<file path="config.mk">
export PLATFORM = sky130hd
export DESIGN_NAME = modulation_swapchain
export DESIGN_NICKNAME = d
export VERILOG_FILES = /design/src/logic/modulation_pkg.sv /design/src/logic/modulation_swapchain.sv
export SDC_FILE = /design/constraint.sdc
export NUM_CORES = 1
export LEC_CHECK = 0
export BUFFER_PORTS_ARGS = -buffer_cell sky130_fd_sc_hd__buf_2
export CORE_MARGIN = 2
export CORE_UTILIZATION = 50
export CTS_CLUSTER_DIAMETER = 40
export CTS_CLUSTER_SIZE = 14
export DETAILED_ROUTE_END_ITERATION = 7
export GPL_TIMING_DRIVEN = 1
export PLACE_DENSITY = 0.87
export SLEW_MARGIN = 20
export SYNTH_ARGS = -nofsm -noshare
export SYNTH_HDL_FRONTEND = slang
export SYNTH_SLANG_ARGS = --single-unit
</file>
<file path="constraint.sdc">
create_clock -name CLK -period 2.7 [get_ports CLK]
set_input_delay 0.135 -clock CLK [delete_from_list [all_inputs] [get_ports CLK]]
set_output_delay 0.135 -clock CLK [all_outputs]
set_load 0.01 [all_outputs]
</file>
<file path="src/logic/modulation_pkg.sv">
`default_nettype none

package modulation_pkg;

  localparam int IDX_W = 15;
  localparam int REP_W = 32;
  localparam int DIV_W = 16;

  // all ones in a repeat field means the segment loops forever
  localparam logic [REP_W-1:0] REP_INFINITE = '1;

  typedef struct packed {
    logic             req_segment;
    logic [REP_W-1:0] rep_0;
    logic [REP_W-1:0] rep_1;
    logic [IDX_W-1:0] cycle_0;
    logic [IDX_W-1:0] cycle_1;
    logic [DIV_W-1:0] div_0;
    logic [DIV_W-1:0] div_1;
  } mod_settings_t;

  typedef struct packed {
    logic segment;
    logic stop;
  } mod_status_t;

  typedef enum logic [1:0] {
    WAIT_START,
    FINITE_LOOP,
    INFINITE_LOOP
  } swap_state_t;

  // both segments loop forever on a single sample until the host says otherwise
  localparam mod_settings_t SETTINGS_RESET = '{
    req_segment: 1'b0,
    rep_0: REP_INFINITE,
    rep_1: REP_INFINITE,
    default: '0
  };

endpackage

`default_nettype wire

</file>
<file path="src/logic/modulation_swapchain.sv">
`timescale 1ns/1ps
`default_nettype none

module modulation_swapchain
  import modulation_pkg::*;
(
  input  wire logic             CLK,
  input  wire logic             arst_n,
  input  wire logic             update,
  input  wire mod_settings_t    cur_settings,
  input  wire logic [IDX_W-1:0] idx_0,
  input  wire logic [IDX_W-1:0] idx_1,
  output mod_status_t           status,
  output logic      [IDX_W-1:0] idx_0_out,
  output logic      [IDX_W-1:0] idx_1_out
);

  swap_state_t      state;
  logic             req_segment;
  logic [REP_W-1:0] rep;
  logic [REP_W-1:0] loop_cnt;

  logic [REP_W-1:0] new_rep;
  logic [IDX_W-1:0] req_idx;
  logic [IDX_W-1:0] live_idx;
  logic [IDX_W-1:0] live_idx_prev;
  logic             live_wrap;

  assign new_rep = cur_settings.req_segment ? cur_settings.rep_1 : cur_settings.rep_0;
  assign req_idx = req_segment ? idx_1 : idx_0;

  assign live_idx      = status.segment ? idx_1 : idx_0;
  assign live_idx_prev = status.segment ? idx_1_out : idx_0_out;

  // a wrap is seen on the cycle the live index lands on zero
  assign live_wrap = (live_idx != live_idx_prev) && (live_idx == '0);

  always_ff @(posedge CLK or negedge arst_n) begin
    if (!arst_n) begin
      status      <= '0;
      state       <= INFINITE_LOOP;
      req_segment <= 1'b0;
      rep         <= '0;
      loop_cnt    <= '0;
    end else if (update) begin
      if (cur_settings.req_segment == status.segment) begin
        status.stop <= 1'b0;
        state       <= INFINITE_LOOP;
      end else if (new_rep == REP_INFINITE) begin
        status.stop    <= 1'b0;
        status.segment <= cur_settings.req_segment;
        state          <= INFINITE_LOOP;
      end else begin
        // finite swaps wait for the requested segment to start over
        rep         <= new_rep;
        req_segment <= cur_settings.req_segment;
        state       <= WAIT_START;
      end
    end else begin
      case (state)
        WAIT_START: begin
          if (req_idx == '0) begin
            status.stop    <= 1'b0;
            status.segment <= req_segment;
            loop_cnt       <= '0;
            state          <= FINITE_LOOP;
          end
        end
        FINITE_LOOP: begin
          if (live_wrap) begin
            if (loop_cnt == rep) begin
              status.stop <= 1'b1;
            end else begin
              loop_cnt <= loop_cnt + 1'b1;
            end
          end
        end
        INFINITE_LOOP: begin
          state <= INFINITE_LOOP;
        end
        default: begin
          state <= INFINITE_LOOP;
        end
      endcase
    end
  end

  // registered copies feed the buffer and the wrap detection
  always_ff @(posedge CLK or negedge arst_n) begin
    if (!arst_n) begin
      idx_0_out <= '0;
      idx_1_out <= '0;
    end else begin
      idx_0_out <= idx_0;
      idx_1_out <= idx_1;
    end
  end

endmodule

`default_nettype wire

</file>
==> tab_implementation.tex <==
\begin{tabular}{lr}
\hline
Metric & Value \\
\hline
\multicolumn{2}{l}{\textbf{Setup path}} \\
\quad Data arrival, critical path & 2.86 ns \\
\quad Start-to-end type of the worst setup path & in2reg \\
\quad Sort of element at the end of the critical path & register \\
\quad End of the worst register-to-register path & loop\_cnt[18] \\
\quad Reg-to-reg slack, setup & approximately 0.21 ns \\
\quad Category of the worst setup path launch point & primary input \\
\quad Crit path max fanout & 16 \\
\quad Number of cells on the worst reg-to-reg path & 5 \\
\quad Endpoint required time on the critical path & 3.00 ns \\
\quad Critical R2R Launch & loop\_cnt[11] \\
\multicolumn{2}{l}{\textbf{Die}} \\
\quad Area of the core region & a little over 10,000 sq um \\
\quad Height of the die & between 100 and 150 um \\
\quad Number of primary I/O pins & $\sim$190 \\
\quad Die ar. & around 11,000 sq um \\
\quad Std cell rows & 37 \\
\quad Starting density of the core & 0.5161 \\
\quad Die width & about 110 um \\
\multicolumn{2}{l}{\textbf{Clock network}} \\
\quad Clock slew seen by the registers of the worst setup and hold paths & 0.11 ns \\
\quad Sinks on Clock Net & 99 \\
\quad Maximum count of clock buffers along a single path & 2 \\
\quad Cell chosen for the clock root & sky130\_fd\_sc\_hd\_\_clkbuf\_8 \\
\quad CTS tree & yes \\
\quad Total CTS buffers & 9 \\
\quad Worst skew pair latency & 0.39 ns \\
\quad Number of levels in the clock H-tree & 3 \\
\multicolumn{2}{l}{\textbf{Layout}} \\
\quad Area Growth Syn to Fin & 25.53\% \\
\quad Core Util, Final & 0.6478 \\
\quad Final cell count without fillers & $\sim$850 \\
\quad Net count, final & approximately 870 \\
\quad Diodes inserted & 0 \\
\quad Reg area & around 2500 sq um \\
\quad Area used by multi-input combinational logic & $\sim$2700 sq um \\
\quad Layout cell share with drive strength beyond 1 & 0.2370 \\
\quad Total of fill cells in the finished design & 768 \\
\multicolumn{2}{l}{\textbf{Routing}} \\
\quad Total vias in the final route & around 5,300 \\
\quad Routed WL & $\sim$17,000 um \\
\quad Via density per instance & between 6 and 7 \\
\quad Average detailed-routed wire length per instance & 19.72 um \\
\quad DRT Pass-1 Iters & 6 \\
\quad Number of design rule violations left after detail routing & 0 \\
\quad Number of DRC markers in iteration 0 & $\sim$760 \\
\quad Number of nets with antenna violations after detailed routing & 0 \\
\multicolumn{2}{l}{\textbf{Place}} \\
\quad Buffers on Ports & 129 \\
\quad Routability-driven placement congestion ratio & approximately 0.93 \\
\quad Post-Place Cells & $\sim$800 \\
\quad Half-perimeter wire length of the detailed placement result & about 11,000 um \\
\multicolumn{2}{l}{\textbf{STA}} \\
\quad Fmax & approximately 390 MHz \\
\quad Maximum clock skew at final layout & approximately 0.02 ns \\
\quad Post-route setup TNS & 0 ns \\
\quad Shortest period the worst path allows & $\sim$2.6 ns \\
\quad Final worst-path cycle share & 0.9505 \\
\quad Worst slew pin tran & 0.7253 ns \\
\quad Final hold vios & 0 \\
\quad Smallest hold slack & 0.05074 ns \\
\quad Relative max-transition margin & 0.5165 \\
\quad Final number of max-transition violations & 0 \\
\quad \# setup viols final & 0 \\
\quad RSZ-0062 raised after global routing & no \\
\multicolumn{2}{l}{\textbf{GRT}} \\
\quad Grt total ovfl & 0 \\
\quad Largest net degree at the start of global routing & 65 \\
\quad M2 GR Usage & 0.4937 \\
\quad Global-route met1 utilization & 0.3731 \\
\quad Number of antenna violations at the first check in global routing & 0 \\
\quad Global Route met3 Usage & 0.05289 \\
\quad Routing layer with the top usage in global route & met2 \\
\quad Wire length of the first global-routing pass & about 27,000 um \\
\quad Vias in the first global route & 5,306 \\
\quad GR Util All Layers & 0.3027 \\
\multicolumn{2}{l}{\textbf{Yosys}} \\
\quad Post-synthesis instance area & roughly 5300 sq um \\
\quad Synthesized area per cell & 9.617 sq um \\
\quad Gate count of the mapped netlist & $\sim$550 \\
\quad Number of storage elements in the synthesis netlist & between 90 and 100 \\
\quad Number of distinct library cells after synthesis & 49 \\
\quad Synthesis warning total & 0 \\
\quad Primary FF master, synth & sky130\_fd\_sc\_hd\_\_dfrtp\_1 \\
\quad Proportion of register bits with asynchronous set or reset after synthesis & 1.000 \\
\quad Post-synthesis net count & around 700 \\
\quad Post-synth EDFFs & 0 \\
\quad Proportion of synthesized chip area in sequential cells & 0.4652 \\
\multicolumn{2}{l}{\textbf{Worst hold path}} \\
\quad Endpoint, Worst Hold & rep[31] \\
\quad Number of cells traversed by the worst hold path & 3 \\
\quad Worst min-delay path class & in2reg \\
\quad Origin of the worst min-delay path & cur\_settings[125] \\
\multicolumn{2}{l}{\textbf{Pwr}} \\
\quad Part of the total power dissipated in sequential elements & 0.508 \\
\quad Switching power as a share of total power & 0.2682 \\
\quad Clk network pwr share & 0.345 \\
\quad Leakage & 2.903 nW \\
\quad Internal power contribution & between 2 and 2.5 mW \\
\quad Switching power & 873.7 uW \\
\quad Worst IR Drop VDD & $\sim$0.31 mV \\
\quad Combinational cell fraction of total power & 0.146 \\
\quad Pwr dens & a little under 500 nW/um\^{}2 \\
\multicolumn{2}{l}{\textbf{Outcome}} \\
\quad Status & complete, no violations \\
\multicolumn{2}{l}{\textbf{Job}} \\
\quad MaxCap Viol Count & 0 \\
\hline
\end{tabular}
per-stage QoR:
stage / setup slack (ns) / power [mW] / cell area [sq um]
after floorplan: 0.4768 / 1.882 / 5328
after global placement: 0.3578 / 2.080 / 6130
after detailed placement: 0.2689 / 2.108 / 6130
after CTS: 0.08003 / 3.233 / 6675
after global routing: 0.05115 / 3.384 / 6688
final: 0.1337 / 3.258 / 6688
final cells by class:
| type | instances | area share |
|---|---|---|
| multi-input cells | 417 | 0.4039 |
| clock inverters | 5 | 0.01254 |
| flip-flops and latches | 99 | 0.3706 |
| repair buffers | 174 | 0.1609 |
| well taps | 136 | 0.02544 |
| inverters | 7 | 0.003929 |
| clock buffers | 11 | 0.02264 |
power groups by stage:
stage               Sequential [mW]  Clock [mW]  Combinational, mW
floorplan                      1.67           0              0.211
global placement               1.68           0              0.405
detailed placement             1.68           0              0.426
CTS                            1.65        1.12              0.463
global route                   1.67        1.20              0.522
finish                         1.66        1.12              0.477
layer usage:
metal | part of all wire | wire length [um]
met4 | 0.061 | 1019
met3 | 0.086 | 1437
met5 | 0 | 0
met1 | 0.38 | 6288
met2 | 0.48 | 7997
sequential cells by signal, summed over array words and instances, names as in the netlist:
| name | cells |
|---|---|
| state | 2 |
| idx_0_out | 15 |
| idx_1_out | 15 |
| loop_cnt | 32 |
| req_segment | 1 |
| rep | 32 |
| status | 2 |
synthesized netlist by cell type, drive strengths merged, types with 2 or more instances:
| master | number | area (sq um) |
|---|---|---|
| nand4 | 40 | 250.2 |
| o21ai | 55 | 275.3 |
| nor3 | 17 | 96.35 |
| or4 | 3 | 22.52 |
| a32oi | 4 | 35.03 |
| o311ai | 4 | 35.04 |
| buf | 7 | 43.79 |
| inv | 7 | 26.28 |
| a22o | 2 | 17.52 |
| mux2 | 2 | 22.52 |
| nor2 | 16 | 60.06 |
| xor2 | 4 | 35.03 |
| clkbuf | 24 | 90.09 |
| o31ai | 7 | 52.55 |
| o211ai | 7 | 52.55 |
| nand2 | 70 | 272.8 |
| a21o | 2 | 15.01 |
| a31oi | 8 | 50.05 |
| a41oi | 4 | 35.03 |
| xnor2 | 59 | 516.8 |
| and2 | 4 | 25.02 |
| nand2b | 3 | 18.77 |
| nor2b | 2 | 12.51 |
| a22oi | 5 | 37.54 |
| and3 | 8 | 50.05 |
| dfrtp | 98 | 2452 |
| mux2i | 34 | 340.3 |
| nand3 | 16 | 80.08 |
| or3 | 5 | 31.28 |
| nor4 | 19 | 125.1 |
| a21oi | 8 | 40.04 |
cell usage in the layout, fill, tap and decap left out, types with 4 or more instances in the layout:
master                          count
sky130_fd_sc_hd__o211ai_1           7
sky130_fd_sc_hd__nand2_1           68
sky130_fd_sc_hd__a21oi_1            8
sky130_fd_sc_hd__and3_1             8
sky130_fd_sc_hd__nand3_1           16
sky130_fd_sc_hd__nor2_1            16
sky130_fd_sc_hd__dfrtp_1           98
sky130_fd_sc_hd__a41oi_1            4
sky130_fd_sc_hd__a32oi_1            4
sky130_fd_sc_hd__or3_1              5
sky130_fd_sc_hd__xnor2_1           59
sky130_fd_sc_hd__dlygate4sd3_1     31
sky130_fd_sc_hd__a22oi_1            5
sky130_fd_sc_hd__mux2i_1           34
sky130_fd_sc_hd__xor2_1             4
sky130_fd_sc_hd__buf_2            128
sky130_fd_sc_hd__clkbuf_8          11
sky130_fd_sc_hd__o21ai_0           52
sky130_fd_sc_hd__buf_4             14
sky130_fd_sc_hd__o31ai_1            7
sky130_fd_sc_hd__a31oi_1            8
sky130_fd_sc_hd__nor3_1            15
sky130_fd_sc_hd__nand4_1           40
sky130_fd_sc_hd__nor4_1            17
sky130_fd_sc_hd__inv_1              7
what timing repair did:
action	4_1_cts	5_1_grt
hold endpoints to repair	74	0
endpoints found under the setup margin	0	14
buffers inserted	0	0
resized for setup	0	4
hold buffers	31	0
cell families after synthesis:
group | Yosys count | share of synthesized area
buffers and inverters | 38 | 0.03006
AO/OA/AOI/OAI | 111 | 0.1296
flip-flops | 99 | 0.4652
XOR/XNOR | 63 | 0.1036
multiplexers | 36 | 0.06811
adder cells (fa/ha/maj) | 1 | 0.002348
AND/OR/NAND/NOR | 206 | 0.2010
worst max-delay path by stage:
stage / startpoint / end / slack [ns] / cells after the start
finish: idx_0[7] / loop_cnt[16] / 0.13 / 10
global placement: idx_0[7] / loop_cnt[0] / 0.36 / 8
CTS: idx_0[7] / loop_cnt[24] / 0.08 / 9
detailed placement: idx_0[7] / loop_cnt[24] / 0.27 / 8
global route: idx_1[1] / loop_cnt[16] / 0.05 / 10
floorplan: idx_0_out[5] / loop_cnt[14] / 0.48 / 9
worst max-delay path, cell delays in order:
cell and delay (ns):
sky130_fd_sc_hd__dlygate4sd3_1 0.55, sky130_fd_sc_hd__buf_2 0.16, sky130_fd_sc_hd__nor4_2 0.31, sky130_fd_sc_hd__nand4_1 0.22
sky130_fd_sc_hd__mux2_2 0.34, sky130_fd_sc_hd__nor3_4 0.28, sky130_fd_sc_hd__buf_4 0.28, sky130_fd_sc_hd__nand4_1 0.14
sky130_fd_sc_hd__or3_1 0.33, sky130_fd_sc_hd__o21ai_0 0.09
(Power assumes the default switching activity.)
