<file path="src/logic/modulation_pkg.sv">
`default_nettype none

package modulation_pkg;

  localparam int IDX_W = 15;
  localparam int REP_W = 32;
  localparam int DIV_W = 16;

  // all ones in a repeat field means the segment loops forever
  localparam logic [REP_W-1:0] REP_INFINITE = '1;

  typedef struct packed {
    logic             req_segment;
    logic [REP_W-1:0] rep_0;
    logic [REP_W-1:0] rep_1;
    logic [IDX_W-1:0] cycle_0;
    logic [IDX_W-1:0] cycle_1;
    logic [DIV_W-1:0] div_0;
    logic [DIV_W-1:0] div_1;
  } mod_settings_t;

  typedef struct packed {
    logic segment;
    logic stop;
  } mod_status_t;

  typedef enum logic [1:0] {
    WAIT_START,
    FINITE_LOOP,
    INFINITE_LOOP
  } swap_state_t;

  // both segments loop forever on a single sample until the host says otherwise
  localparam mod_settings_t SETTINGS_RESET = '{
    req_segment: 1'b0,
    rep_0: REP_INFINITE,
    rep_1: REP_INFINITE,
    default: '0
  };

endpackage

`default_nettype wire

</file>
<file path="src/logic/modulation_timer.sv">
`timescale 1ns/1ps
`default_nettype none

module modulation_timer
  import modulation_pkg::*;
(
  input  wire logic             CLK,
  input  wire logic             arst_n,
  input  wire mod_settings_t    cur_settings,
  output logic      [IDX_W-1:0] idx_0,
  output logic      [IDX_W-1:0] idx_1
);

  logic [1:0][IDX_W-1:0] cycle;
  logic [1:0][DIV_W-1:0] div;
  logic [1:0][DIV_W-1:0] div_cnt;
  logic [1:0][IDX_W-1:0] idx;

  assign cycle = {cur_settings.cycle_1, cur_settings.cycle_0};
  assign div   = {cur_settings.div_1, cur_settings.div_0};

  // comparisons use >= so a lowered div or cycle takes effect at the next step
  always_ff @(posedge CLK or negedge arst_n) begin
    if (!arst_n) begin
      div_cnt <= '0;
      idx     <= '0;
    end else begin
      for (int s = 0; s < 2; s++) begin
        if (div_cnt[s] >= div[s]) begin
          div_cnt[s] <= '0;
          if (idx[s] >= cycle[s]) begin
            idx[s] <= '0;
          end else begin
            idx[s] <= idx[s] + 1'b1;
          end
        end else begin
          div_cnt[s] <= div_cnt[s] + 1'b1;
        end
      end
    end
  end

  assign idx_0 = idx[0];
  assign idx_1 = idx[1];

endmodule

`default_nettype wire

</file>
<file path="config.mk">
export PLATFORM = sky130hd
export DESIGN_NAME = modulation_timer
export DESIGN_NICKNAME = d
export VERILOG_FILES = /design/src/logic/modulation_pkg.sv /design/src/logic/modulation_timer.sv
export SDC_FILE = /design/constraint.sdc
export NUM_CORES = 1
export LEC_CHECK = 0
export ABC_AREA = 0
export BUFFER_PORTS_ARGS = -buffer_cell sky130_fd_sc_hd__buf_4
export CORE_MARGIN = 3
export CORE_UTILIZATION = 35
export DETAILED_ROUTE_END_ITERATION = 16
export PLACE_DENSITY = 0.57
export SKIP_LAST_GASP = 1
export SYNTH_ARGS = -nofsm -noshare
export SYNTH_HDL_FRONTEND = slang
export SYNTH_SLANG_ARGS = --single-unit
export TNS_END_PERCENT = 1
</file>
<file path="constraint.sdc">
create_clock -name CLK -period 7.6 [get_ports CLK]
set_clock_uncertainty 0.2 [all_clocks]
set_input_delay 0 -clock CLK [delete_from_list [all_inputs] [get_ports CLK]]
set_output_delay 0 -clock CLK [all_outputs]
set_load 0.02 [all_outputs]
</file>
==> results.yml, run 1 <==
floorplan:
  start_util_pct: 36.09
  die_x_um: 120.8
  num_rows: 41
  dieArea_um2: 14580
  die_y_um: 120.8
  core_um2: 12770
  ios: 159
logic_synthesis:
  synthesis.area_um2: 4609
  synth_edf_count: 0
  avgSynthCellArea_um2: 8.504
  synth_flop_cell: "dfrtp_1"
  synthCells: 542
  yosys_warnings: 0
  ys_seq_area_share_pct: 33.66
  async_reset_ff_share_pct: 100.0
  synth.distinct_cells: 49
  ys_ff_latch: 62
  syn_nets: 737
setup_path:
  crit_chain: "inv_1, ha_1, nor2b_1, o21ai_0, a21oi_1, o31ai_2, o21ai_0, a22o_1"
  critPathSlowestCell: "o31ai_2"
  r2r_end: "idx_0[11]"
  critPathLaunchType: "flop"
  path_common_cell: "o21ai_0"
  cp_num_buf_inv: 1
  timing.rr.start: "idx_0[0]"
  crit_fanout: 16
  r2r_cells: 8
  critPathTopFamily: "compound AO/OA/AOI/OAI gates"
  arrival_ns: 3.07
  crit_type: "flop to flop"
  cpPeakStageDelay_ns: 1.01
  rrSetupSlack_ns: 4.53
  required_ns: 7.60
  crit_path_end_kind: "flop"
  critical_path.startpoint: "idx_0[0]"
cts:
  clkSinkCount: 62
  root_buffer: "clkbuf_16"
  cts_setup_buffers: 0
  cts-htree-levels: 3
  clockBufferDepth: 2
  hold_buffers: 1
  clk_latency_ns: 0.32
  clk_pin_slew_ns: 0.05
  cts_resized: 0
  cts_buffers: 9
  tritoncts: "done"
sta:
  fin_crit_sh_pct: 40.42
  slew_headroom_pct: 21.16
  tightest_slew_ns: 1.176
  finalCriticalPeriod_ns: 3.072
  hold_violations: 0
  worst_hold_slack_ns: 0.1010
  fin_setup_tns_ns: 0
  slew_viol_final: 0
  clock.fmax_mhz: 325.5
  rsz0062_at_grt: "no"
  setup_violations: 0
job:
  max_cap_viol_count: 0
outcome:
  status: "finished clean"
power:
  p_leak_uw: 0.003048
  fin_total_pwr_uw: 1380
  ir_drop_uv: 133.4
  powerDensity_nw_per_um2: 239.5
global_route:
  grt_max_degree: 63
  overflow: 0
  antenna_found_initial: 0
  first_global_vias: 4059
  grt_pass1_wl_mm: 18.67
  grtUsageTotal_pct: 15.38
placed_design:
  gp_congestion: 0.7722
  io_buffers: 93
  hpwl_mm: 8.240
finish:
  synthToLayoutAreaGrowth_pct: 24.97
  n_antenna_cell: 0
  drive_gt1_share_pct: 17.88
  multi_input_comb_area_um2: 2713
  layout.nets: 833
  regArea_um2: 1551
  fill_cells: 1250
drt:
  dr.pass1.iters: 4
  wl_mm: 10.76
  wl_per_cell_um: 13.20
  vias_per_cell: 4.956
  drc_errors: 0
  drt-initial-drc-count: 183
  ant_nets: 0
  vias: 4039
worst_hold_path:
  hold_path.class: "input port to async pin"
registers in the layout, indices dropped and copies added (netlist names):
signal,count
div_cnt,32
idx_0,15
idx_1,15
cell type report:
type / count / area share (%)
Tap cell: 172 / 3.736
Sequential cell: 62 / 26.93
Inverter: 79 / 5.148
Clock buffer: 12 / 4.279
Clock inverter: 4 / 0.3910
Timing Repair Buffer: 95 / 12.42
Multi-Input combinational cell: 391 / 47.09
metal layers:
layer | vias to the layer above | track usage [%] | share of wire (%)
met5 | - | 0 | 0
met3 | 8 | 1.964 | 3.1
li1 | 2064 | - | -
met2 | 63 | 26.41 | 50
met4 | 0 | 4.462 | 1.0
met1 | 1904 | 20.28 | 46
per-stage QoR:
stage | std cells | worst slack [ns] | util, % | area, um2
4_1_cts | 815 | 4.480 | 45.06 | 5756
3_3_place_gp | 798 | 4.580 | 42.87 | 5477
5_1_grt | 815 | 4.252 | 45.10 | 5761
3_5_place_dp | 798 | 4.529 | 42.87 | 5477
2_1_floorplan | 542 | 5.074 | - | 4609
6_report | 815 | 4.528 | 45.10 | 5761
worst max-delay path by stage:
stage / end / cells past startpoint / slack [ns]
floorplan: idx_0[3] / 9 / 5.07
global placement: idx_1[14] / 8 / 4.58
detailed placement: idx_1[8] / 8 / 4.53
CTS: idx_1[8] / 8 / 4.48
global route: idx_0[11] / 8 / 4.25
finish: idx_0[11] / 8 / 4.53
cells by family (layout without fill, tap and decap cells):
family | Yosys count | count (layout) | share of synthesized area, %
compound gates | 106 | 106 | 15.04
xor+xnor | 28 | 28 | 5.320
fa+ha+maj | 66 | 66 | 17.92
buf+inv | 89 | 190 | 7.600
flops | 62 | 62 | 33.66
mux | 1 | 1 | 0.2172
simple gates | 190 | 190 | 20.25
power breakdown:
group | total, uW | internal, uW | switching (uW)
Clock | 367 | 228 | 139
Combinational | 502 | 233 | 269
Sequential | 511 | 408 | 103
Total | 1380 | 869 | 511
Yosys cell counts, types with 6 or more instances:
library cell,instances,share of area [%]
a21oi_1,30,3.3
a22o_1,17,3.2
and3_1,11,1.5
clkbuf_1,6,0.49
dfrtp_1,62,34
ha_1,66,18
inv_1,79,6.4
nand2_1,42,3.4
nand3_1,25,2.7
nand4_1,14,1.9
nor2_1,58,4.7
nor2b_1,9,1.2
nor3_1,7,0.76
o21ai_0,32,3.5
o22ai_1,6,0.81
xnor2_1,10,1.9
xor2_1,18,3.4
cell usage in the layout (no fill, tap or decap), drive strengths merged, types with 2 or more instances in the layout:
cell,instances
a22o,17
nand2,42
o22ai,6
clkbuf,12
nor4,4
o21a,2
o21ai,32
a2111oi,2
a31o,2
inv,79
nand4,14
buf,94
xor2,18
ha,66
o221ai,2
clkinv,3
a21o,4
and2,5
or4,2
and3,11
nand2b,5
and4,3
a21oi,30
o31ai,2
dfrtp,62
nor2,58
nand3,25
nor3,7
nor2b,10
xnor2,10
(Power assumes the default switching activity.)
==> inputs of run 2 (changes only) <==
ABC_AREA = 1   (was 0)
PLACE_DENSITY = 0.56   (was 0.57)
clock period = 3 ns   (was 7.6 ns; I/O delays follow)
==> run 2 against run 1 <==
  * Utilization rose by 0.25 points
  * Design area grew 12%
  * Non-clock buffer count increased by 7
  * Sequential power rose by 130%
  * Highest routed layer unchanged
  * First-iteration DRC count grew 23%
  * Wire length grew 6.6%
  * Critical path type unchanged
  * Synthesized cell count is 35% higher
==> results.yml, run 2 <==
sta:
  setup_ws_ns: 0.6421
  tightest_slew_ns: 0.8104
  hold_violations: 0
  clock.fmax_mhz: 424.1
  finalCriticalPeriod_ns: 2.358
  rsz0062_at_grt: "no"
  slew_viol_final: 0
  fin_setup_tns_ns: 0
  setup_violations: 0
  worst_hold_slack_ns: 0.1171
  fin_crit_sh_pct: 78.60
  slew_headroom_pct: 45.97
setup_path:
  crit_fanout: 18
  cp_num_cells: 10
  rrSetupSlack_ns: 0.64
  crit_type: "flop to flop"
  cpPeakStageDelay_ns: 0.43
  r2r_cells: 10
  cp_num_buf_inv: 1
  required_ns: 3.03
  critPathTopFamily: "simple AND/OR/NAND/NOR gates"
  critPathSlowestCell: "dfrtp_1"
  endpoint: "div_cnt[30]"
  crit_path_end_kind: "flop"
  critical_path.startpoint: "div_cnt[23]"
  critPathLaunchType: "flop"
  arrival_ns: 2.38
  crit_chain: "ha_1, nand2_1, nor2_1, and2_1, nor2_1, nand2_1, nand2_4, nand2_2, buf_12, nor3_1"
  r2r_end: "div_cnt[30]"
  timing.rr.start: "div_cnt[23]"
cts:
  clk_pin_slew_ns: 0.06
  cts_resized: 0
  cts-htree-levels: 3
  cts_buffers: 9
  tritoncts: "done"
  clockBufferDepth: 2
  clkSinkCount: 62
  clk_latency_ns: 0.32
  root_buffer: "clkbuf_16"
  cts_setup_buffers: 0
finish:
  drive_gt1_share_pct: 18.26
  synthToLayoutAreaGrowth_pct: 23.72
  fin_area_um2: 6441
  top_register: "div_cnt"
  n_antenna_cell: 0
  final_cell_mix: "184 x nand2_1, 135 x inv_1, 100 x buf_4"
  largest_reg_flops: 32
  fill_cells: 1535
  final_common_cell: "nand2_1"
  layout.nets: 1028
placed_design:
  io_buffers: 93
  hpwl_mm: 8.704
  place_area_um2: 6107
  gp_congestion: 0.7913
  dp_slack_ns: 0.6360
logic_synthesis:
  synthTopCellsByArea: "dfrtp_1 30%, ha_1 16%, nand2_1 13%, inv_1 9.7%, nand3_1 8.4%"
  synth.most_common_cell: "nand2_1"
  synth_common_cells: "184 x nand2_1, 135 x inv_1, 87 x nand3_1, 66 x ha_1, 62 x dfrtp_1"
  async_reset_ff_share_pct: 100.0
  ys_seq_area_share_pct: 29.80
  synth.distinct_cells: 34
  synthCells: 732
  synthesis.area_um2: 5206
  netlist.top_cell.by_area: "dfrtp_1"
  syn_nets: 927
  synth_edf_count: 0
  yosys_warnings: 0
  avgSynthCellArea_um2: 7.112
  synth_top_area_share_pct: 29.80
  synth_flop_cell: "dfrtp_1"
  ys_ff_latch: 62
global_route:
  grt_max_degree: 63
  antenna_found_initial: 0
  first_global_vias: 4339
  overflow: 0
  grt_pass1_wl_mm: 19.98
  grtUsageTotal_pct: 14.61
power:
  p_sw_uw: 1200
  powerDensity_nw_per_um2: 529.4
  ir_drop_uv: 297.4
  clock_power_share_pct: 32.8
  power_frac_seq_pct: 35.1
  p_leak_uw: 0.003691
  p_sw_share_pct: 35.21
  intPower_uw: 2209
  p_comb_share_pct: 32.1
drt:
  ant_nets: 0
  met3WireLength_um: 444
  drt-initial-drc-count: 225
  wl_met1_mm: 5.861
  wl_met2_mm: 5.058
  drc_errors: 0
  dr.pass1.iters: 4
  wl_mm: 11.47
  highest_layer: "met4"
  wl_per_cell_um: 11.27
  vias: 4582
  vias_per_cell: 4.501
outcome:
  status: "finished clean"
floorplan:
  core_um2: 14200
  start_util_pct: 36.65
  die_x_um: 128.0
  ios: 159
  dieArea_um2: 16380
  die_y_um: 128.0
  num_rows: 43
job:
  max_cap_viol_count: 0
worst_hold_path:
  hold_path.class: "input port to async pin"
==> run 2: cell types whose count changed after synthesis, moves of 11 or more <==
cell / previous run / this run
nand2_1: 42 / 184
nand3_1: 25 / 87
inv_1: 79 / 135
o21ai_0: 32 / 5
a22o_1: 17 / 0
nor2_2: 0 / 17
and3_1: 11 / 0
==> run 2: layer usage <==
layer	vias to the layer above	track usage, %
met4	0	4.182
met2	69	23.48
li1	2497	-
met5	-	0
met1	2009	20.64
met3	7	1.875
==> run 2: repair_timing <==
item                                    4_1_cts  5_1_grt
hold endpoints to repair                     62        0
endpoints found under the setup margin        0        0
hold buffers                                  1        0
==> run 2: worst min-delay path by stage <==
stage	startpoint	endpoint	slack (ns)	cells past startpoint
final	arst_n	div_cnt[31]	0.12	2
after global routing	arst_n	div_cnt[26]	0.20	2
after CTS	arst_n	div_cnt[26]	0.15	2
after detailed placement	arst_n	div_cnt[26]	-0.05	1
after global placement	arst_n	div_cnt[26]	-0.05	1
after floorplan	arst_n	div_cnt[0]	-0.50	0
==> run 2: power by group through the flow <==
stage	registers, uW	logic, uW	clock network, uW
2_1_floorplan	1210	766	0
3_3_place_gp	1210	1090	0
3_5_place_dp	1210	1110	0
4_1_cts	1200	1120	1150
5_1_grt	1230	1280	1180
6_report	1200	1090	1120
==> run 2: kinds of logic (layout without fill, tap and decap cells) <==
logic type,after synthesis,count (layout),share of synthesized area [%]
AO/OA/AOI/OAI,40,40,4.590
buffers and inverters,151,257,11.85
flip-flops,62,62,29.80
AND/OR/NAND/NOR,383,383,32.85
adder cells (fa/ha/maj),66,66,15.86
XOR/XNOR,30,30,5.047
==> run 2: cell type report <==
type                            count  area, um2  share of cell area, %
Clock inverter                      7      98.84                  1.535
Timing Repair Buffer              102      780.7                  12.12
Clock buffer                        9      225.2                  3.497
Tap cell                          180      225.2                  3.497
Sequential cell                    62       1551                  24.09
Inverter                          139      521.8                  8.100
Multi-Input combinational cell    519       3038                  47.16
==> run 2: stage by stage <==
step | total power, uW | instances | util (%)
6_report | 3410 | 1018 | 45.35
5_1_grt | 3694 | 1018 | 45.35
4_1_cts | 3466 | 1018 | 45.35
3_5_place_dp | 2325 | 1001 | 43.00
3_3_place_gp | 2305 | 1001 | 43.00
2_1_floorplan | 1975 | 732 | -
