==> src/logic/modulation_pkg.sv <==
`default_nettype none

package modulation_pkg;

  localparam int IDX_W = 15;
  localparam int REP_W = 32;
  localparam int DIV_W = 16;

  // all ones in a repeat field means the segment loops forever
  localparam logic [REP_W-1:0] REP_INFINITE = '1;

  typedef struct packed {
    logic             req_segment;
    logic [REP_W-1:0] rep_0;
    logic [REP_W-1:0] rep_1;
    logic [IDX_W-1:0] cycle_0;
    logic [IDX_W-1:0] cycle_1;
    logic [DIV_W-1:0] div_0;
    logic [DIV_W-1:0] div_1;
  } mod_settings_t;

  typedef struct packed {
    logic segment;
    logic stop;
  } mod_status_t;

  typedef enum logic [1:0] {
    WAIT_START,
    FINITE_LOOP,
    INFINITE_LOOP
  } swap_state_t;

  // both segments loop forever on a single sample until the host says otherwise
  localparam mod_settings_t SETTINGS_RESET = '{
    req_segment: 1'b0,
    rep_0: REP_INFINITE,
    rep_1: REP_INFINITE,
    default: '0
  };

endpackage

`default_nettype wire

==> src/logic/modulation_settings.sv <==
`timescale 1ns/1ps
`default_nettype none

module modulation_settings
  import modulation_pkg::*;
(
  input  wire logic          CLK,
  input  wire logic          arst_n,
  input  wire logic          settings_req,
  input  wire mod_settings_t settings,
  output logic               settings_ack,
  output logic               update,
  output mod_settings_t      cur_settings
);

  logic accept;

  // the pulse cycle is excluded so one request is never taken twice
  assign accept = settings_req && !settings_ack && !update;

  always_ff @(posedge CLK or negedge arst_n) begin
    if (!arst_n) begin
      update <= 1'b0;
    end else begin
      update <= accept;
    end
  end

  always_ff @(posedge CLK or negedge arst_n) begin
    if (!arst_n) begin
      cur_settings <= SETTINGS_RESET;
    end else if (accept) begin
      cur_settings <= settings;
    end
  end

  // ack follows the pulse and is held until the host lets go of req
  always_ff @(posedge CLK or negedge arst_n) begin
    if (!arst_n) begin
      settings_ack <= 1'b0;
    end else if (update) begin
      settings_ack <= 1'b1;
    end else if (!settings_req) begin
      settings_ack <= 1'b0;
    end
  end

endmodule

`default_nettype wire

==> config.mk <==
export PLATFORM = sky130hd
export DESIGN_NAME = modulation_settings
export DESIGN_NICKNAME = d
export VERILOG_FILES = /design/src/logic/modulation_pkg.sv /design/src/logic/modulation_settings.sv
export SDC_FILE = /design/constraint.sdc
export NUM_CORES = 1
export LEC_CHECK = 0
export BUFFER_PORTS_ARGS = -buffer_cell sky130_fd_sc_hd__buf_2
export CORE_ASPECT_RATIO = 2
export CORE_MARGIN = 5
export CORE_UTILIZATION = 40
export DETAILED_ROUTE_END_ITERATION = 10
export PLACE_DENSITY = 0.68
export SLEW_MARGIN = 20
export SYNTH_ARGS = -nofsm -noshare
export SYNTH_HDL_FRONTEND = slang
export SYNTH_SLANG_ARGS = --single-unit
==> constraint.sdc <==
create_clock -name CLK -period 3.1 [get_ports CLK]
set_input_delay 0.62 -clock CLK [delete_from_list [all_inputs] [get_ports CLK]]
set_output_delay 0.62 -clock CLK [all_outputs]
set_load 0.005 [all_outputs]
==> results of run 1 <==
[power by group through the flow]
| stage | Combinational [mW] | Clock, mW | Sequential [mW] |
|---|---|---|---|
| finish | 2.03 | 2.11 | 2.89 |
| global route | 2.17 | 2.25 | 2.98 |
| CTS | 2.08 | 2.17 | 2.90 |
| detailed placement | 2.07 | 0 | 2.90 |
| global placement | 2.02 | 0 | 2.89 |
| floorplan | 1.13 | 0 | 2.94 |
[registers in the layout, indices dropped and copies added, names as in the netlist]
name          cells
cur_settings    127
update            1
settings_ack      1
[worst reg2reg max path: stages (launching register included)]
cell and delay (ns):
dfrtp_1 0.42, nor3b_4 0.34, buf_12 0.42, mux2_2 0.43
[cell usage after synthesis, drive strengths merged]
library cell / instances
nor3b: 1
dfrtp: 65
a21o: 1
dfstp: 64
buf: 14
mux2: 127
[kinds of logic after synthesis]
family,share of synthesized area [%]
simple gates,0.3477
buf+inv,4.774
compound gates,0.1623
mux,33.44
flops,61.27
[cell type report]
| cell class | instances | area share (%) |
|---|---|---|
| sequential | 129 | 45.08 |
| clock buffer | 21 | 6.701 |
| multi-input combinational | 129 | 24.98 |
| clock inverter | 11 | 2.046 |
| timing repair buffer | 262 | 18.55 |
| tap | 155 | 2.643 |
[how the worst max path moves through the flow]
stage,start,end,slack [ns],cells past startpoint
after floorplan,settings_req,cur_settings[0],1.48,4
after global placement,settings_req,cur_settings[30],1.15,4
after detailed placement,settings_req,cur_settings[46],1.10,4
after CTS,settings_ack,cur_settings[46],1.37,3
after global routing,settings_ack,cur_settings[30],1.31,3
final,settings_ack,cur_settings[25],1.37,3
[layer usage]
metal,track usage [%],vias up,wire [um]
met4,8.809,0,408
li1,-,1492,-
met3,4.894,28,810
met2,29.06,153,7239
met5,0,-,0
met1,17.08,1639,4612
[through the flow]
step           util (%)  hold WS (ns)  instances
2_1_floorplan         -        0.3244        272
6_report          54.92        0.3208        707
3_5_place_dp      50.11        0.4755        675
5_1_grt           54.92        0.3795        707
3_3_place_gp      50.11        0.4648        675
4_1_cts           54.92        0.3499        707
[layout by cell type (no fill, tap or decap)]
cell       count
a21o_2         1
buf_12         3
buf_2        257
buf_4          2
bufinv_16      3
clkbuf_16     18
clkbuf_8       3
clkinv_2       2
clkinv_4       5
dfrtp_1       65
dfstp_2       64
inv_4          1
mux2_1         9
mux2_2        18
mux2_4       100
nor3b_4        1
==> impl_metrics.py, run 1 <==
metrics = {
    "cts": {
        "cts_hold_buf": 0,
        "cts_root_buf": "clkbuf_16",
        "cts-resized-gates": 0,
        "cts_buffer_depth": 2,
        "post_cts_buffers": 0,
        "htree_levels": 4,
        "clk_pin_slew_ns": 0.06,
        "cts_tree": "built",
        "clk_latency_ns": 0.40,
        "cts_buffers": 17,
        "clkSinkCount": 129,
    },
    "cells_and_area": {
        "multi_input_area_um2": 1833,
        "diodes": 0,
        "nets": 669,
        "fill_cells": 1095,
        "area_growth_pct": 35.92,
        "final_cell_area_um2": 7338,
        "seq_area_um2": 3308,
        "layout-drive-gt1-share_pct": 86.59,
    },
    "global_routing": {
        "antenna_found_initial": 0,
        "grt-ovfl-total": 0,
        "first_global_vias": 3739,
        "grt_pass1_wl_um": 20200,
        "grtUsageTotal_pct": 16.40,
        "grt_max_degree": 130,
    },
    "floorplan": {
        "core.rowCount": 60,
        "initial_core_util_pct": 40.40,
        "core-area_um2": 13360,
        "die_x_um": 92.15,
        "io_pins": 259,
        "die_area_um2": 16060,
        "die_y_um": 174.3,
    },
    "timing": {
        "finalWorstSetupSlack_ns": 1.373,
        "period_share_pct": 55.71,
        "hold_viol": 0,
        "min_period_ns": 1.727,
        "tns_ns": 0,
        "fin_worst_skew_ns": 0.01123,
        "slew-limit-headroom_pct": 55.08,
        "setup_violations": 0,
        "max_freq_ghz": 0.5791,
        "worst_pin_slew_ns": 0.6739,
        "rsz0062_at_grt": "no",
        "slew_viol_final": 0,
    },
    "worst_setup_path": {
        "critPathTopFamily": "flip-flops",
        "reg2reg_slack_ns": 1.37,
        "max_stage_delay_ns": 0.42,
        "crit_chain": "nor3b_4 > buf_12 > mux2_2",
        "reg2reg_depth": 3,
        "cp.arrival_ns": 2.02,
        "worstPathMaxFanout": 67,
        "reg2reg_to": "cur_settings[25]",
        "cp-end-kind": "flip-flop",
        "r2r-start": "settings_ack",
        "path_buf_inv": 1,
        "crit_path_top_delay_cell": "dfrtp_1",
        "required_ns": 3.39,
        "crit_type": "reg2reg",
        "start_kind": "flip-flop",
    },
    "drt": {
        "vias": 3312,
        "dr.first_iter.drc_count": 60,
        "via_per_inst": 4.685,
        "wl_um": 13070,
        "drc": 0,
        "drt-pass1-iter-count": 4,
        "routedWlPerCell_um": 18.49,
        "drtAntennaViolNets": 0,
    },
    "power": {
        "netSwitchingFraction_pct": 25.84,
        "leakage_nw": 3.659,
        "peakVddDrop_uv": 477.9,
        "power.switching_mw": 1.815,
        "clkPwrFrac_pct": 30.0,
        "power.internal_mw": 5.211,
        "p_seq_share_pct": 41.2,
        "comb_power_share_pct": 28.8,
        "total_power_mw": 7.026,
        "power_density_nw_per_um2": 957.5,
    },
    "outcome": {
        "outcome": "finished clean",
    },
    "synthesis": {
        "yosysWarnings": 0,
        "syn_area_per_cell_um2": 19.85,
        "synth-seq-cells": 129,
        "synth_area_um2": 5399,
        "synth_area_leader_cell": "dfstp_2",
        "synth-seq-area-share_pct": 61.27,
        "synthTopCellsByArea": "dfstp_2 (31%), dfrtp_1 (30%), mux2_4 (28%), buf_12 (4.1%), mux2_2 (3.8%)",
        "syn_nets": 402,
        "yosysUniqueCellTypes": 10,
        "synth_cells": 272,
        "synth_top_area_share_pct": 31.15,
    },
    "run": {
        "maxCapViolCount": 0,
    },
    "worst_hold_path": {
        "min_path_type": "in2async",
    },
    "placement": {
        "dpl_worst_slack_ns": 1.101,
        "dpl.hpwl_um": 9722,
        "gp_congestion": 0.7629,
        "placed_cell_area_um2": 6696,
        "port_buffers": 258,
    },
}
Power figures use the tool's default switching activity.
==> run 2, diff against run 1 <==
--- a/config.mk
+++ b/config.mk
@@ -5,6 +5,7 @@
 export SDC_FILE = /design/constraint.sdc
 export NUM_CORES = 1
 export LEC_CHECK = 0
+export ABC_AREA = 1
 export BUFFER_PORTS_ARGS = -buffer_cell sky130_fd_sc_hd__buf_2
 export CORE_ASPECT_RATIO = 2
 export CORE_MARGIN = 5
==> constraint.sdc (replaced) <==
create_clock -name CLK -period 1.63 [get_ports CLK]
set_input_delay 0.326 -clock CLK [delete_from_list [all_inputs] [get_ports CLK]]
set_output_delay 0.326 -clock CLK [all_outputs]
set_load 0.005 [all_outputs]
==> impl_metrics.py, run 2 <==
metrics = {
    "outcome": {
        "outcome": "finished clean",
    },
    "synthesis": {
        "ys.flop_type": "dfrtp_1",
        "synth-seq-cells": 129,
        "synth_top_family_by_area": "simple AND/OR/NAND/NOR gates",
        "synth-seq-area-share_pct": 61.06,
        "synth-simple-area-share_pct": 32.59,
        "synthXorXnorAreaFrac_pct": 0,
        "synth_area_um2": 5418,
        "synth_edf_count": 0,
        "yosysUniqueCellTypes": 10,
        "syn_nets": 702,
        "synth_compound_area_share_pct": 0,
        "synthTopCellsByArea": "dfstp_2 (31%), dfrtp_1 (30%), nand2_1 (18%), nand4_1 (15%), buf_2 (4.1%)",
        "synth_fa_ha_area_share_pct": 0,
        "synth_cells": 572,
        "synthMuxAreaShare_pct": 0,
        "synthMostInstantiatedCell": "nand2_1",
        "yosysWarnings": 0,
        "syn_area_per_cell_um2": 9.471,
        "synth_area_leader_cell": "dfstp_2",
        "synth_common_cells": "nand2_1 (256), nand4_1 (127), dfrtp_1 (65)",
        "synth_top_area_share_pct": 31.04,
        "async_flop_share_pct": 100.0,
    },
    "worst_setup_path": {
        "cp.arrival_ns": 1.06,
        "path_depth": 1,
        "critPathTopFamily": "flip-flops",
        "worstPathMaxFanout": 2,
        "crit_type": "reg2out",
        "required_ns": 1.30,
        "crit_path_top_delay_cell": "dfstp_2",
        "crit_chain": "buf_2",
        "reg2reg_depth": 4,
        "r2r-start": "settings_ack",
        "path_buf_inv": 1,
        "max_stage_delay_ns": 0.54,
        "cp-end-kind": "output pin",
        "start_kind": "flip-flop",
        "startpoint": "cur_settings[117]",
    },
    "global_routing": {
        "grtUsageTotal_pct": 20.09,
        "grt_max_degree": 89,
        "antenna_found_initial": 1,
        "grt-ovfl-total": 0,
        "grt_pass1_wl_um": 25480,
        "first_global_vias": 4841,
    },
    "drt": {
        "routedWlPerCell_um": 16.69,
        "drtAntennaViolNets": 0,
        "drc": 0,
        "vias": 4959,
        "dr.first_iter.drc_count": 208,
        "via_per_inst": 5.071,
        "drt-pass1-iter-count": 4,
        "wl_um": 16330,
    },
    "cts": {
        "clk_latency_ns": 0.40,
        "clk_pin_slew_ns": 0.06,
        "clkSinkCount": 129,
        "cts_tree": "built",
        "cts_root_buf": "clkbuf_16",
        "cts_buffers": 17,
        "cts_buffer_depth": 2,
        "htree_levels": 4,
        "cts-resized-gates": 0,
    },
    "power": {
        "peakVddDrop_uv": 833.2,
        "power_density_nw_per_um2": 1646,
        "leakage_nw": 4.022,
    },
    "placement": {
        "port_buffers": 258,
        "dpl.hpwl_um": 11270,
        "dp_cells": 944,
        "placed_cell_area_um2": 6800,
        "dpl_worst_slack_ns": 0.3963,
        "gp_congestion": 0.8070,
    },
    "cells_and_area": {
        "utilization_pct": 55.06,
        "layoutNonFillerInstCount": 978,
        "fill_cells": 1270,
        "largest_reg_flops": 127,
        "regMostFlops": "cur_settings",
        "reg.largest.list": "cur_settings x127, settings_ack x1, update x1",
        "area_growth_pct": 35.80,
        "nets": 939,
        "final_cell_mix": "nand2_1 (256), buf_2 (256), nand4_1 (127)",
        "final_cell_area_um2": 7357,
        "layout-drive-gt1-share_pct": 45.13,
    },
    "floorplan": {
        "core-area_um2": 13360,
        "io_pins": 259,
        "core.rowCount": 60,
        "die_x_um": 92.29,
        "die_area_um2": 16110,
        "die_y_um": 174.6,
        "initial_core_util_pct": 40.54,
    },
    "worst_hold_path": {
        "min_path_type": "in2reg",
        "whs_path_depth": 3,
        "worstHoldStart": "settings[123]",
    },
    "run": {
        "maxCapViolCount": 0,
    },
    "timing": {
        "tns_ns": 0,
        "worst_pin_slew_ns": 0.4554,
        "min_period_ns": 1.383,
        "rsz0062_at_grt": "no",
        "slew-limit-headroom_pct": 69.64,
        "max_freq_ghz": 0.7229,
        "slew_viol_final": 0,
        "finalWorstSetupSlack_ns": 0.2466,
        "setup_violations": 0,
        "hold_viol": 0,
        "fin_worst_skew_ns": 0.008087,
        "period_share_pct": 84.87,
    },
}
-- run 2: changes by cell type after synthesis, sizes merged --
cell	previous run	this run
mux2	127	0
a21o	1	0
nand4	0	127
nand2	0	256
inv	0	3
buf	14	56
nand3	0	1
nor3b	1	0
-- run 2: per-layer routing --
layer | routed length (um) | vias up | GRT usage [%]
met5 | 0 | - | 0
met4 | 659 | 0 | 10.17
met3 | 981 | 37 | 4.998
met2 | 8419 | 202 | 33.91
met1 | 6266 | 2298 | 23.49
li1 | - | 2422 | -
-- run 2: repair_timing --
action	CTS	global route
setup buffers	0	0
hold buffers	1	0
endpoints found under the hold margin	11	0
endpoints found under the setup margin	0	0
-- run 2: cells by family (layout without fill, tap and decap cells) --
kind of cell           after synthesis  after routing
buffers and inverters               59            309
flip-flops                         129            129
other                                0              1
AND/OR/NAND/NOR                    384            384
-- run 2: power breakdown --
group	internal, mW	total [mW]	switching (mW)
sequential	4.70	5.26	0.561
clock	2.01	3.45	1.44
combinational	1.46	3.41	1.94
total	8.17	12.1	3.94
-- run 2: worst paths after layout --
path	endpoint	slack, ns
min in group asynchronous	cur_settings[57]	0.39
worst min-delay path	cur_settings[123]	0.14
worst min register to register	cur_settings[113]	0.46
worst max register to register	cur_settings[95]	0.39
max in group asynchronous	cur_settings[102]	0.63
worst max-delay path	cur_settings[117]	0.25
-- run 2: through the flow --
step | hold slack, ns | power [mW]
after floorplan | 0.03041 | 6.944
after detailed placement | 0.2714 | 8.775
after global routing | 0.1226 | 12.94
final | 0.1420 | 12.11
after CTS | 0.1220 | 12.31
after global placement | 0.2732 | 8.690
-- run 2: layout make-up --
| cell class | instances | area [um^2] | area share (%) |
|---|---|---|---|
| Sequential cell | 129 | 3308 | 44.97 |
| Multi-Input combinational cell | 384 | 1773 | 24.10 |
| Timing Repair Buffer | 274 | 1519 | 20.65 |
| Clock buffer | 19 | 442.9 | 6.020 |
| Tap cell | 155 | 193.9 | 2.636 |
| Clock inverter | 13 | 101.3 | 1.378 |
| Inverter | 3 | 16.27 | 0.2211 |
| Antenna cell | 1 | 2.502 | 0.03401 |
==> run 3, diff against run 2 <==
--- a/config.mk
+++ b/config.mk
@@ -5,7 +5,7 @@
 export SDC_FILE = /design/constraint.sdc
 export NUM_CORES = 1
 export LEC_CHECK = 0
-export ABC_AREA = 1
+export ABC_AREA = 0
 export BUFFER_PORTS_ARGS = -buffer_cell sky130_fd_sc_hd__buf_2
 export CORE_ASPECT_RATIO = 2
 export CORE_MARGIN = 5
==> constraint.sdc (replaced) <==
create_clock -name CLK -period 1.4 [get_ports CLK]
set_input_delay 0.28 -clock CLK [delete_from_list [all_inputs] [get_ports CLK]]
set_output_delay 0.28 -clock CLK [all_outputs]
set_load 0.005 [all_outputs]
==> impl_metrics.py, run 3 (synthesis results as in run 1) <==
metrics = {
    "placement": {
        "dpl.hpwl_um": 10300,
        "dpl_worst_slack_ns": -0.1213,
        "gp_congestion": 0.7763,
        "dp_cells": 694,
        "port_buffers": 258,
    },
    "outcome": {
        "violations": "negative setup slack",
        "outcome": "complete, but fails checks",
    },
    "cts": {
        "clkSinkCount": 129,
        "cts_tree": "built",
        "clk_latency_ns": 0.40,
        "cts_buffers": 17,
        "htree_levels": 4,
        "clk_pin_slew_ns": 0.06,
        "cts_root_buf": "clkbuf_16",
        "cts_buffer_depth": 2,
    },
    "cells_and_area": {
        "utilization_pct": 58.33,
        "layoutNonFillerInstCount": 736,
        "reg.largest.list": "cur_settings x127, settings_ack x1, update x1",
        "layout_commonest_cell": "buf_2",
        "layout-drive-gt1-share_pct": 88.47,
        "largest_reg_flops": 127,
        "nets": 698,
        "diodes": 0,
        "final_cell_mix": "buf_2 (257), mux2_4 (127), dfrtp_1 (65)",
        "regMostFlops": "cur_settings",
        "area_growth_pct": 44.38,
    },
    "timing": {
        "period_share_pct": 109.1,
        "tns_ns": -9.223,
        "slew_viol_final": 0,
        "worst_pin_slew_ns": 0.3468,
        "rsz0062_at_grt": "yes",
        "max_freq_ghz": 0.6546,
        "slew-limit-headroom_pct": 76.88,
        "min_period_ns": 1.528,
        "setup_violations": 124,
        "hold_viol": 0,
        "fin_worst_skew_ns": 0.01145,
        "finalWorstSetupSlack_ns": -0.1276,
    },
    "global_routing": {
        "first_global_vias": 4094,
        "grtUsageTotal_pct": 17.12,
        "grt_max_degree": 64,
        "antenna_found_initial": 0,
        "grt_pass1_wl_um": 21330,
        "grt-ovfl-total": 0,
    },
    "power": {
        "total_power_mw": 15.76,
        "leakage_nw": 3.920,
        "power_density_nw_per_um2": 2022,
        "peakVddDrop_uv": 1100,
    },
    "floorplan": {
        "die_x_um": 92.15,
        "die_y_um": 174.3,
        "die_area_um2": 16060,
        "initial_core_util_pct": 40.40,
        "core-area_um2": 13360,
        "io_pins": 259,
        "core.rowCount": 60,
    },
    "worst_setup_path": {
        "critPathTopFamily": "buffers and inverters",
        "required_ns": 1.69,
        "worstPathMaxFanout": 13,
        "path_buf_inv": 3,
        "start_kind": "flip-flop",
        "crit_path_top_delay_cell": "dfrtp_1",
        "cp-end-kind": "flip-flop",
        "crit_type": "reg2reg",
        "max_stage_delay_ns": 0.41,
        "crit_top_cell": "buf_12",
        "cp.arrival_ns": 1.81,
        "crit_chain": "nor3b_4 > buf_4 > buf_12 > buf_12 > mux2_4",
    },
    "drt": {
        "routedWlPerCell_um": 18.98,
        "vias": 3505,
        "wl_um": 13970,
        "via_per_inst": 4.762,
        "drtAntennaViolNets": 0,
        "drc": 0,
        "drt-pass1-iter-count": 6,
        "dr.first_iter.drc_count": 71,
    },
    "run": {
        "maxCapViolCount": 0,
    },
    "worst_hold_path": {
        "min_path_type": "in2reg",
    },
}
## run 3: final timing paths
check | start | endpoint | slack, ns | depth (start not counted)
max in group asynchronous | arst_n | cur_settings[63] | 0.46 | 3
hold / removal | settings[60] | cur_settings[60] | 0.10 | 2
min in group asynchronous | arst_n | cur_settings[30] | 0.29 | 2
setup reg to reg | settings_ack | cur_settings[13] | -0.13 | 5
hold reg to reg | cur_settings[34] | cur_settings[34] | 0.51 | 1
setup / recovery | settings_ack | cur_settings[13] | -0.13 | 5
## run 3: report_power, final
| part | switching (mW) | internal (mW) |
|---|---|---|
| Combinational | 1.77 | 3.38 |
| Sequential | 0.820 | 5.63 |
| Clock | 1.69 | 2.47 |
## run 3: layer usage
layer / share of wire, % / track usage (%) / up-vias / routed length, um
li1: - / - / 1549 / -
met1: 34 / 17.97 / 1745 / 4746
met2: 56 / 29.95 / 170 / 7812
met3: 5.9 / 4.894 / 41 / 830
met4: 4.1 / 10.05 / 0 / 578
met5: 0 / 0 / - / 0
## run 3: repair_timing
action                                  CTS  global route
buffers inserted                          0             3
cloned                                    0             6
endpoints found under the hold margin    14             0
pin swaps                                 0             1
hold buffers                              1             0
resized for setup                        21             9
endpoints found under the setup margin  117           121
## run 3: layout make-up
class | instances | area [um^2]
Fill cell | 1101 | 5568
Multi-Input combinational cell | 129 | 1934
Clock buffer | 18 | 429.2
Tap cell | 155 | 193.9
Clock inverter | 14 | 131.4
Timing Repair Buffer | 291 | 1798
Sequential cell | 129 | 3308
## run 3: metrics by stage
stage / area (um^2) / hold slack, ns
2_1_floorplan: 5440 / -0.01559
3_3_place_gp: 6952 / 0.1584
3_5_place_dp: 6952 / 0.1634
4_1_cts: 7601 / 0.07838
5_1_grt: 7795 / 0.07530
6_report: 7795 / 0.1016
